**config.mk**
```make
export PLATFORM = sky130hd
export DESIGN_NAME = if1_fifo_top
export DESIGN_NICKNAME = d
export VERILOG_FILES = /design/src/fetch_pkg.sv /design/src/serial_pkg.sv /design/src/fetch_pkt_if.sv /design/src/serialize_fsm.sv /design/src/skid_stage.sv /design/src/fetch_queue.sv /design/src/if1_fifo_top.sv
export SDC_FILE = /design/constraint.sdc
export NUM_CORES = 1
export LEC_CHECK = 0
export BUFFER_PORTS_ARGS = -buffer_cell sky130_fd_sc_hd__buf_2
export CAP_MARGIN = 20
export CORE_MARGIN = 8
export CORE_UTILIZATION = 45
export CTS_CLUSTER_DIAMETER = 150
export DETAILED_ROUTE_END_ITERATION = 8
export SYNTH_ARGS = -nofsm -noshare
export SYNTH_HDL_FRONTEND = slang
export SYNTH_SLANG_ARGS = --single-unit
```
**constraint.sdc**
```tcl
create_clock -name clk -period 20.9 [get_ports clk]
set_input_delay 3.135 -clock clk [delete_from_list [all_inputs] [get_ports clk]]
set_output_delay 3.135 -clock clk [all_outputs]
set_load 0.01 [all_outputs]
```
**src/fetch_pkg.sv**
```systemverilog
`default_nettype none

package fetch_pkg;

    // reset vector and canonical nop (andi r0, r0, 0)
    localparam logic [31:0] PC_RESET = 32'h1c00_0000;
    localparam logic [31:0] INST_NOP = 32'h0340_0000;

    // fetch queue geometry
    localparam int QUEUE_DEPTH = 4;
    localparam int QUEUE_PTR_W = (QUEUE_DEPTH > 1) ? $clog2(QUEUE_DEPTH) : 1;
    localparam int QUEUE_CNT_W = QUEUE_PTR_W + 1;

    // one IF1 fetch packet, two instructions wide
    typedef struct packed {
        logic        spare;
        logic [31:0] pc;
        logic [31:0] pc_next;
        logic [31:0] inst0;
        logic [31:0] inst1;
        logic [31:0] badv;
        logic [6:0]  excp_code;
        logic [1:0]  excp_flag;
        logic [31:0] cookie;
    } fetch_pkt_t;

endpackage

`default_nettype wire

```
**src/serial_pkg.sv**
```systemverilog
`default_nettype none

package serial_pkg;

    // serializing FSM states
    typedef enum logic [2:0] {
        IDLE            = 3'b000,
        WAIT_EX_IBAR    = 3'b001,
        WAIT_EX_CSR     = 3'b010,
        WAIT_CACHE_IDLE = 3'b011,
        WAIT_CSR_OK     = 3'b100,
        WAIT_TLB_OK     = 3'b101,
        WAIT_EX_TLB     = 3'b111
    } ser_state_t;

    // kind of serializing instruction picked from the hints
    typedef enum logic [1:0] {
        SER_NONE = 2'b00,
        SER_IBAR = 2'b01,
        SER_CSR  = 2'b10,
        SER_TLB  = 2'b11
    } ser_kind_t;

    // pre-decode slot mask, bit 0 is slot 0
    typedef logic [1:0] ser_hint_t;

    localparam int HINT_SLOT0 = 0;

    // restart offset past the serializing instruction
    localparam logic [31:0] REDIRECT_OFS_SLOT0 = 32'd4;
    localparam logic [31:0] REDIRECT_OFS_SLOT1 = 32'd8;

endpackage

`default_nettype wire

```
**src/fetch_pkt_if.sv**
```systemverilog
`timescale 1ns/1ps
`default_nettype none

interface fetch_pkt_if;
    import fetch_pkg::*;

    logic       valid;
    logic       ready;
    fetch_pkt_t pkt;

    // producer side, the IF1 stage register
    modport source (
        output valid,
        output pkt,
        input  ready
    );

    // consumer side, the fetch queue
    modport sink (
        input  valid,
        input  pkt,
        output ready
    );

endinterface

`default_nettype wire

```
**src/serialize_fsm.sv**
```systemverilog
`timescale 1ns/1ps
`default_nettype none

module serialize_fsm (
    input  logic                  clk,
    input  logic                  rstn,
    input  logic                  flush,
    input  serial_pkg::ser_hint_t ibar_hint,
    input  serial_pkg::ser_hint_t csr_hint,
    input  serial_pkg::ser_hint_t tlb_hint,
    input  logic                  accept,
    input  logic [31:0]           accept_pc,
    input  logic                  ibar_from_ex,
    input  logic                  csr_from_ex,
    input  logic                  tlb_from_ex,
    input  logic                  icache_idle,
    input  logic                  dcache_idle,
    input  logic                  csr_done,
    input  logic                  tlb_done,
    output logic                  ser_busy,
    output logic                  fetch_flush,
    output logic                  redirect_valid,
    output logic [31:0]           redirect_pc
);
    import fetch_pkg::*;
    import serial_pkg::*;

    ser_state_t state;
    ser_state_t state_nxt;
    ser_kind_t  kind;
    ser_hint_t  sel_hint;
    logic       cache_idle;

    assign cache_idle = icache_idle && dcache_idle;

    // ibar beats csr, csr beats tlb
    always_comb begin
        kind     = SER_NONE;
        sel_hint = '0;
        if (|ibar_hint) begin
            kind     = SER_IBAR;
            sel_hint = ibar_hint;
        end else if (|csr_hint) begin
            kind     = SER_CSR;
            sel_hint = csr_hint;
        end else if (|tlb_hint) begin
            kind     = SER_TLB;
            sel_hint = tlb_hint;
        end
    end

    always_comb begin
        state_nxt = state;
        case (state)
            IDLE: begin
                // hints only count on the packet being taken
                if (accept) begin
                    case (kind)
                        SER_IBAR: state_nxt = WAIT_EX_IBAR;
                        SER_CSR:  state_nxt = WAIT_EX_CSR;
                        SER_TLB:  state_nxt = WAIT_EX_TLB;
                        default:  state_nxt = IDLE;
                    endcase
                end
            end
            WAIT_EX_IBAR:    if (ibar_from_ex) state_nxt = WAIT_CACHE_IDLE;
            WAIT_EX_CSR:     if (csr_from_ex) state_nxt = WAIT_CSR_OK;
            WAIT_EX_TLB:     if (tlb_from_ex) state_nxt = WAIT_TLB_OK;
            WAIT_CACHE_IDLE: if (cache_idle) state_nxt = IDLE;
            WAIT_CSR_OK:     if (csr_done) state_nxt = IDLE;
            WAIT_TLB_OK:     if (tlb_done) state_nxt = IDLE;
            default:         state_nxt = IDLE;
        endcase
        if (flush) begin
            state_nxt = IDLE;
        end
    end

    always_ff @(posedge clk or negedge rstn) begin
        if (!rstn) begin
            state       <= IDLE;
            redirect_pc <= PC_RESET;
        end else begin
            state <= state_nxt;
            // latch restart point on entry to a wait state
            if (state == IDLE && state_nxt != IDLE) begin
                redirect_pc <= accept_pc + (sel_hint[HINT_SLOT0] ? REDIRECT_OFS_SLOT0
                                                                 : REDIRECT_OFS_SLOT1);
            end
        end
    end

    // busy from the edge after a serializing packet is taken
    assign ser_busy       = (state != IDLE);
    assign fetch_flush    = (state == WAIT_EX_IBAR) || (state == WAIT_EX_CSR) ||
                            (state == WAIT_EX_TLB);
    assign redirect_valid = (state != IDLE);

    a_state_legal: assert property (@(posedge clk) disable iff (!rstn)
        !$isunknown(state) && (state inside {IDLE, WAIT_EX_IBAR, WAIT_EX_CSR, WAIT_EX_TLB,
                                             WAIT_CACHE_IDLE, WAIT_CSR_OK, WAIT_TLB_OK}));

endmodule

`default_nettype wire

```
**src/skid_stage.sv**
```systemverilog
`timescale 1ns/1ps
`default_nettype none

module skid_stage (
    input  logic                 clk,
    input  logic                 rstn,
    input  logic                 flush,
    input  logic                 in_valid,
    output logic                 in_ready,
    input  fetch_pkg::fetch_pkt_t in_pkt,
    input  logic                 ser_busy,
    input  logic                 slot0_ser,
    fetch_pkt_if.source          out
);
    import fetch_pkg::*;

    logic       main_valid;
    fetch_pkt_t main_pkt;
    logic       skid_valid;
    fetch_pkt_t skid_pkt;
    fetch_pkt_t sq_pkt;
    logic       accept;
    logic       xfer;
    logic       main_free;

    // slot 1 is younger than a serializing op in slot 0, so kill it
    always_comb begin
        sq_pkt = in_pkt;
        if (slot0_ser) begin
            sq_pkt.inst1     = INST_NOP;
            sq_pkt.excp_flag = '0;
        end
    end

    assign in_ready  = !skid_valid && !ser_busy;
    assign accept    = in_valid && in_ready;
    assign xfer      = main_valid && out.ready;
    assign main_free = !main_valid || xfer;

    always_ff @(posedge clk or negedge rstn) begin
        if (!rstn) begin
            main_valid <= 1'b0;
            skid_valid <= 1'b0;
        end else if (flush) begin
            main_valid <= 1'b0;
            skid_valid <= 1'b0;
        end else if (main_free) begin
            // skid entry is older, it goes first
            if (skid_valid) begin
                main_valid <= 1'b1;
                skid_valid <= 1'b0;
            end else begin
                main_valid <= accept;
            end
        end else if (accept) begin
            skid_valid <= 1'b1;
        end
    end

    // payload path
    always_ff @(posedge clk) begin
        if (main_free) begin
            if (skid_valid) begin
                main_pkt <= skid_pkt;
            end else if (accept) begin
                main_pkt <= sq_pkt;
            end
        end else if (accept) begin
            skid_pkt <= sq_pkt;
        end
    end

    assign out.valid = main_valid;
    assign out.pkt   = main_pkt;

    // held packet must wait for the queue to take it
    a_valid_held: assert property (@(posedge clk) disable iff (!rstn)
        out.valid && !out.ready && !flush |=> out.valid);

    a_pkt_stable: assert property (@(posedge clk) disable iff (!rstn)
        out.valid && !out.ready && !flush |=> $stable(out.pkt));

endmodule

`default_nettype wire

```
**src/fetch_queue.sv**
```systemverilog
`timescale 1ns/1ps
`default_nettype none

module fetch_queue (
    input  logic                  clk,
    input  logic                  rstn,
    input  logic                  flush,
    fetch_pkt_if.sink             in,
    output logic                  out_valid,
    input  logic                  out_ready,
    output fetch_pkg::fetch_pkt_t out_pkt
);
    import fetch_pkg::*;

    fetch_pkt_t             mem [QUEUE_DEPTH];
    logic [QUEUE_PTR_W-1:0] wr_ptr;
    logic [QUEUE_PTR_W-1:0] rd_ptr;
    logic [QUEUE_CNT_W-1:0] count;
    logic                   full;
    logic                   push;
    logic                   pop;

    assign full      = (count == QUEUE_CNT_W'(QUEUE_DEPTH));
    assign in.ready  = !full;
    assign out_valid = (count != '0);
    assign out_pkt   = mem[rd_ptr];

    assign push = in.valid && in.ready;
    assign pop  = out_valid && out_ready;

    always_ff @(posedge clk or negedge rstn) begin
        if (!rstn) begin
            wr_ptr <= '0;
            rd_ptr <= '0;
            count  <= '0;
        end else if (flush) begin
            wr_ptr <= '0;
            rd_ptr <= '0;
            count  <= '0;
        end else begin
            if (push) begin
                wr_ptr <= (wr_ptr == QUEUE_PTR_W'(QUEUE_DEPTH - 1)) ? '0 : wr_ptr + 1'b1;
            end
            if (pop) begin
                rd_ptr <= (rd_ptr == QUEUE_PTR_W'(QUEUE_DEPTH - 1)) ? '0 : rd_ptr + 1'b1;
            end
            case ({push, pop})
                2'b10:   count <= count + 1'b1;
                2'b01:   count <= count - 1'b1;
                default: count <= count;
            endcase
        end
    end

    // storage, no reset needed
    always_ff @(posedge clk) begin
        if (push) begin
            mem[wr_ptr] <= in.pkt;
        end
    end

    // a write when full or a read when empty would wrap the count
    a_count_range: assert property (@(posedge clk) disable iff (!rstn)
        count <= QUEUE_CNT_W'(QUEUE_DEPTH));

    // read pointer trails write pointer by the occupancy
    a_ptr_gap: assert property (@(posedge clk) disable iff (!rstn)
        ((int'(rd_ptr) + int'(count)) % QUEUE_DEPTH) == int'(wr_ptr));

endmodule

`default_nettype wire

```
**src/if1_fifo_top.sv**
```systemverilog
`timescale 1ns/1ps
`default_nettype none

module if1_fifo_top (
    input  logic                  clk,
    input  logic                  rstn,
    input  logic                  flush,
    input  logic                  if1_valid,
    output logic                  if1_ready,
    input  logic [31:0]           if1_pc,
    input  logic [31:0]           if1_pc_next,
    input  logic [31:0]           if1_inst0,
    input  logic [31:0]           if1_inst1,
    input  logic [31:0]           if1_badv,
    input  logic [6:0]            if1_excp_code,
    input  logic [1:0]            if1_excp_flag,
    input  logic [31:0]           if1_cookie,
    input  serial_pkg::ser_hint_t ibar_hint,
    input  serial_pkg::ser_hint_t csr_hint,
    input  serial_pkg::ser_hint_t tlb_hint,
    input  logic                  ibar_from_ex,
    input  logic                  csr_from_ex,
    input  logic                  tlb_from_ex,
    input  logic                  icache_idle,
    input  logic                  dcache_idle,
    input  logic                  csr_done,
    input  logic                  tlb_done,
    output logic                  out_valid,
    input  logic                  out_ready,
    output logic [31:0]           out_pc,
    output logic [31:0]           out_pc_next,
    output logic [31:0]           out_inst0,
    output logic [31:0]           out_inst1,
    output logic [31:0]           out_badv,
    output logic [6:0]            out_excp_code,
    output logic [1:0]            out_excp_flag,
    output logic [31:0]           out_cookie,
    output logic                  fetch_flush,
    output logic                  redirect_valid,
    output logic [31:0]           redirect_pc
);
    import fetch_pkg::*;
    import serial_pkg::*;

    fetch_pkt_t in_pkt;
    fetch_pkt_t q_pkt;
    logic       ser_busy;
    logic       slot0_ser;
    logic       accept;

    fetch_pkt_if pkt_if ();

    assign in_pkt = '{spare: 1'b0, pc: if1_pc, pc_next: if1_pc_next, inst0: if1_inst0,
                      inst1: if1_inst1, badv: if1_badv, excp_code: if1_excp_code,
                      excp_flag: if1_excp_flag, cookie: if1_cookie};

    // any serializing kind sitting in slot 0
    assign slot0_ser = ibar_hint[HINT_SLOT0] || csr_hint[HINT_SLOT0] || tlb_hint[HINT_SLOT0];
    assign accept    = if1_valid && if1_ready;

    serialize_fsm u_fsm (
        .clk            (clk),
        .rstn           (rstn),
        .flush          (flush),
        .ibar_hint      (ibar_hint),
        .csr_hint       (csr_hint),
        .tlb_hint       (tlb_hint),
        .accept         (accept),
        .accept_pc      (if1_pc),
        .ibar_from_ex   (ibar_from_ex),
        .csr_from_ex    (csr_from_ex),
        .tlb_from_ex    (tlb_from_ex),
        .icache_idle    (icache_idle),
        .dcache_idle    (dcache_idle),
        .csr_done       (csr_done),
        .tlb_done       (tlb_done),
        .ser_busy       (ser_busy),
        .fetch_flush    (fetch_flush),
        .redirect_valid (redirect_valid),
        .redirect_pc    (redirect_pc)
    );

    skid_stage u_skid (
        .clk       (clk),
        .rstn      (rstn),
        .flush     (flush),
        .in_valid  (if1_valid),
        .in_ready  (if1_ready),
        .in_pkt    (in_pkt),
        .ser_busy  (ser_busy),
        .slot0_ser (slot0_ser),
        .out       (pkt_if.source)
    );

    fetch_queue u_queue (
        .clk       (clk),
        .rstn      (rstn),
        .flush     (flush),
        .in        (pkt_if.sink),
        .out_valid (out_valid),
        .out_ready (out_ready),
        .out_pkt   (q_pkt)
    );

    assign out_pc        = q_pkt.pc;
    assign out_pc_next   = q_pkt.pc_next;
    assign out_inst0     = q_pkt.inst0;
    assign out_inst1     = q_pkt.inst1;
    assign out_badv      = q_pkt.badv;
    assign out_excp_code = q_pkt.excp_code;
    assign out_excp_flag = q_pkt.excp_flag;
    assign out_cookie    = q_pkt.cookie;

endmodule

`default_nettype wire

```
* Word level (Yosys, flattened, before mapping)
Memories as Yosys holds them, arrays and structs flattened.
Cells that the tools add are included.
** Cells by class
- Add/subtract/negate cells :: 5
- Equal/unequal tests :: 14
- Mux-type cells :: 37
- Bitwise gates (word level) :: 1
- Reduce and logical (&&, ||, !) cells :: 30
** Operators by type and width (number)
- $mux 201 :: 2
- $add 32x32->32 :: 1
- $mux 32 :: 1
- $mux 3 :: 9
- $pmux 3 s7 :: 1
- $mux 2 :: 10
- $reduce_bool 3->1 :: 5
- $eq 3x3->1 const B :: 4
- $mux 1 :: 11
- $eq 2x2->1 const B :: 5
- $pmux 3 s3 :: 1
- $reduce_bool 2->1 :: 4
- $eq 3x2->1 const B :: 2
- $logic_and 1x1->1 :: 6
- $pmux 3 s2 :: 1
- $reduce_or 2->1 :: 3
- $logic_or 1x1->1 :: 5
- $add 2x1->2 const B :: 2
- $eq 2x1->1 const B :: 2
- $logic_not 1->1 :: 4
- $mux 4 :: 1
- $reduce_and 2->1 :: 2
- $add 3x1->3 const B :: 1
- $eq 3x1->1 const B :: 1
- 3 further kinds :: 3
** Storage, ports and cells
- Register bits after elaboration :: 446
- Memory bits (writable) :: 804
- Output and inout port bits :: 237
- Logic and storage cells :: 111
- Memories :: 1
** Memories
- u_queue.mem :: depth 4, width 201, rd ports 1, clocked after memory_dff 0, wr ports 1, line fetch_queue.sv:15 : fetch_pkt_t mem [QUEUE_DEPTH];

* Depth between registers and ports, before layout
- Depth after elaboration :: 11
- Depth in mapped cells :: 12
- Mapped depth without buffers :: 11

* Modules after synthesis
A second synthesis with hierarchy kept.
** Second synthesis, totals
- Cell total of the unflattened synthesis :: 2002
- Area total of the unflattened synthesis :: 47320.4 um^2
** Modules (own cells, without submodules)
- fetch_queue :: instances 1, cells an instance 1119, area each 29718.5 um^2, sequential area each 24438.4 um^2
- skid_stage :: instances 1, cells an instance 676, area each 15320.9 um^2, sequential area each 12181.7 um^2
- serialize_fsm :: instances 1, cells an instance 204, area each 2264.7 um^2, sequential area each 879.6 um^2
- if1_fifo_top :: instances 1, cells an instance 3, area each 16.3 um^2, sequential area each 0.0 um^2

* Worst setup path before layout
Ideal clock, no wire load.
- Path type :: input to register
- Start :: input port if1_valid
- End :: register u_skid.main_pkt, in the netlist u_skid.out.pkt[0] (enable)
- Data arrival time :: 13.236 ns
- Required time :: 20.018 ns
- Path slack :: 6.782 ns
- Stages :: 2
- Path buffers :: 0
- Cells stage by stage :: a21oi_1 a31oi_1
** On the way
- Cells in the longest elaborated chain, start to end :: 3
** RTL lines
- from (decl) :: line if1_fifo_top.sv:8 : input logic if1_valid,
- $logic_and 1x1->1 :: line skid_stage.sv:36 : assign accept = in_valid && in_ready;
- $reduce_bool 2->1 (no line)
- $reduce_and 2->1 (no line)
- to (signal assigned) :: line skid_stage.sv:64 : main_pkt <= skid_pkt;
- to (signal assigned) :: line skid_stage.sv:66 : main_pkt <= sq_pkt;
- to (decl) :: line skid_stage.sv:18 : fetch_pkt_t main_pkt;
Every way passes these cells.
A chain may end at the register's enable or synchronous reset.

* Final worst setup path
- Start :: register u_queue.rd_ptr[0]
- End :: output port out_inst1[2]
** On the way
- Cells in the longest elaborated chain, start to end :: 1
** RTL lines
- from (decl) :: line fetch_queue.sv:17 : logic [QUEUE_PTR_W-1:0] rd_ptr;
- from (signal assigned) :: line fetch_queue.sv:45 : rd_ptr <= (rd_ptr == QUEUE_PTR_W'(QUEUE_DEPTH - 1)) ? '0 : rd_ptr + 1'b1;
- $mem_v2 4x201
- to (decl) :: line if1_fifo_top.sv:33 : output logic [31:0] out_inst1,
Every way passes these cells.

==> metrics.cfg <==
[global_routing]
grt_util_all_layers=0.1740
grt_max_degree=120
antenna_found_initial=33
grt-ovfl-total=0
first_global_vias=22519
grt_pass1_wl_microns=147700

[detailed_routing]
remaining_drc_errors=0
wire_per_inst_microns=25.14
drt-pass1-iter-count=5
num_vias=21378
vias_per_cell=5.343
route.layer.met1.wl_microns=41540
drtAntennaViolNets=0
route.met2.wl_microns=48280
routed.top_layer=met5
wirelength_microns=100600
wl_met3_microns=8806
drt-initial-drc-count=1713

[floorplan]
start_util=0.4546
die_height_microns=336.8
die_x_microns=336.8
io_pins=456
coreArea_sq_um=101900
dieArea_sq_um=113400
rows=117

[sta]
slew_violations=0
max_slew_margin=0.2879
skew_ns=0.02587
worst_pin_slew_ns=1.068
finalCritPeriodShare=0.3461
rsz0062_at_grt=no
setup_viol=0
max_freq_mhz=138.2
worst_hold_slack_ns=0.4862
hold_violations=0
tns_ns=0
period_needed_ns=7.233

[clock_network]
cts_resized=0
cts_buffers=132
clock-sinks=1250
insertion_delay_ns=0.73
cts_tree=built
clock-root-buffer=clkbuf_16
cts_hold_buf=0
post_cts_buffers=0
cts_buffer_depth=3
path_clk_slew_ns=0.06
h-tree-depth=4

[yosys]
synth-async-reset-ratio=0.03520
synth-warning-count=0
yosysSeqAreaShare=0.8058
synth_area_sq_um=46310
synth_top_cell_by_area=edfxtp_1
postSynthCellCount=1977
synth-seq-cells=1250
synth_flop_cell=edfxtp_1
ys_types=51
avgSynthCellArea_sq_um=23.43
synth_edf_count=1206
synth_top_cell_area_share=0.7820
synthTopCellsByCount=edfxtp_1 (1206), mux4_2 (201), mux2_2 (200), clkbuf_1 (48), dfrtp_1 (41)
synth_nets=2205
synth_most_common_cell=edfxtp_1
synth_area_leaders=edfxtp_1 (78%), mux4_2 (9.8%), mux2_2 (4.9%)

[cells_and_area]
drive_gt1_frac=0.4268
num-fill-cells=7902
areaGrowthSynthToFinish_pct=17.58
fin_cells=4001
fin_nets=2745

[status]
status=finished, final reports clean

[hold_path]
worstHoldPathCells=0
hold_class=flip-flop to flip-flop
min_from=u_skid.out.pkt[5]
holdPathEnd=u_queue.mem[0][5]

[setup_path]
r2r_slack_ns=15.85
start_kind=flip-flop
critical_path_class=flip-flop to primary output
crit_required_ns=17.77
r2r-end=u_skid.out.pkt[112]
path_max_fanout=48
cp-end-kind=primary output
cp-startpoint=u_queue.rd_ptr[0]
rr_startpoint=u_skid.skid_valid
crit_arrival_ns=4.10
reg2reg_depth=5

[power_and_ir_drop]
p_leak_nw=18.10
power.density_nw_per_um2=115.2
ir_drop_mv=0.07550

[place]
gp_congestion=0.8359
dp_hpwl_microns=63290
dp.cells=3749
numPortBuffers=455

[job]
maxCapViolCount=0

==> critical path, stage by stage, from the launching register on <==
cell	delay, ns
dfrtp_4	0.80
buf_4	0.86
buf_4	0.81
mux4_2	0.61
buf_2	0.16
==> cell usage in the layout (no fill, tap or decap), drive strengths merged, types with 5 or more instances in the layout <==
master	synthesis	layout
edfxtp	1206	1206
buf	32	486
mux2	228	228
mux4	201	201
clkbuf	49	169
clkinv	0	54
dfrtp	41	41
and2	36	36
xnor2	28	28
inv	15	19
nor2	18	18
diode	0	16
nand2	16	16
nand3	16	16
nand4	15	15
o21ai	8	8
nor3	8	8
a21oi	7	7
ha	7	7
bufinv	0	7
and3	7	7
mux2i	5	5
==> power by group <==
part / total (mW) / internal [mW] / switching (mW)
Sequential: 3.07 / 2.97 / 0.105
Clock: 2.24 / 1.31 / 0.932
Combinational: 0.963 / 0.451 / 0.512
==> flip-flops by register name, indices dropped and copies added (netlist names) <==
register / flops
u_queue.rd_ptr: 2
u_skid.skid_valid: 1
u_fsm.state: 3
u_queue.mem: 804
u_skid.out.valid: 1
u_queue.count: 3
u_skid.skid_pkt: 201
u_queue.wr_ptr: 2
u_skid.out.pkt: 201
u_fsm.redirect_pc: 32
==> worst max-delay path by stage <==
stage,to,cells past startpoint
detailed placement,u_skid.out.pkt[116],5
finish,out_inst1[2],4
floorplan,u_skid.out.pkt[0],2
CTS,out_pc_next[7],4
global route,out_inst0[15],4
global placement,out_inst1[13],4
==> through the flow <==
| stage | utilization | power, mW | worst slack, ns | cell area, sq um |
|---|---|---|---|---|
| 2_1_floorplan | - | 3.737 | 6.782 | 46310 |
| 3_3_place_gp | 0.4929 | 4.098 | 14.27 | 50220 |
| 3_5_place_dp | 0.4929 | 4.120 | 14.25 | 50220 |
| 4_1_cts | 0.5338 | 6.363 | 13.45 | 54390 |
| 5_1_grt | 0.5342 | 6.516 | 13.23 | 54430 |
| 6_report | 0.5345 | 6.272 | 13.67 | 54460 |
==> per-layer routing <==
layer	up-vias	GRT usage
met5	-	0
met4	14	0.04994
met3	151	0.05952
met1	11132	0.2303
li1	9295	-
met2	786	0.2752
==> logic make-up (layout without fill, tap and decap cells) <==
logic type	count (synthesis)	count (layout)	share of synthesized area
muxes	434	434	0.1565
adders and majority gates	9	9	0.002756
DFF	1250	1250	0.8058
xor gates and xnor gates	31	31	0.005863
and+or+nand+nor	134	134	0.01637
other	0	16	0
buffers and inverters	96	736	0.009455
AOI/OAI and AO/OA	23	23	0.003215
==> layout make-up <==
class | instances | area [sq um] | share of cell area
Antenna cell | 16 | 40.04 | 0.0007352
Sequential cell | 1250 | 37330 | 0.6855
Tap cell | 1368 | 1712 | 0.03143
Multi-Input combinational cell | 631 | 8610 | 0.1581
Inverter | 15 | 56.30 | 0.001034
Timing Repair Buffer | 487 | 2540 | 0.04664
Clock inverter | 66 | 571.8 | 0.01050
Clock buffer | 168 | 3597 | 0.06606
Power figures use the tool's default switching activity.
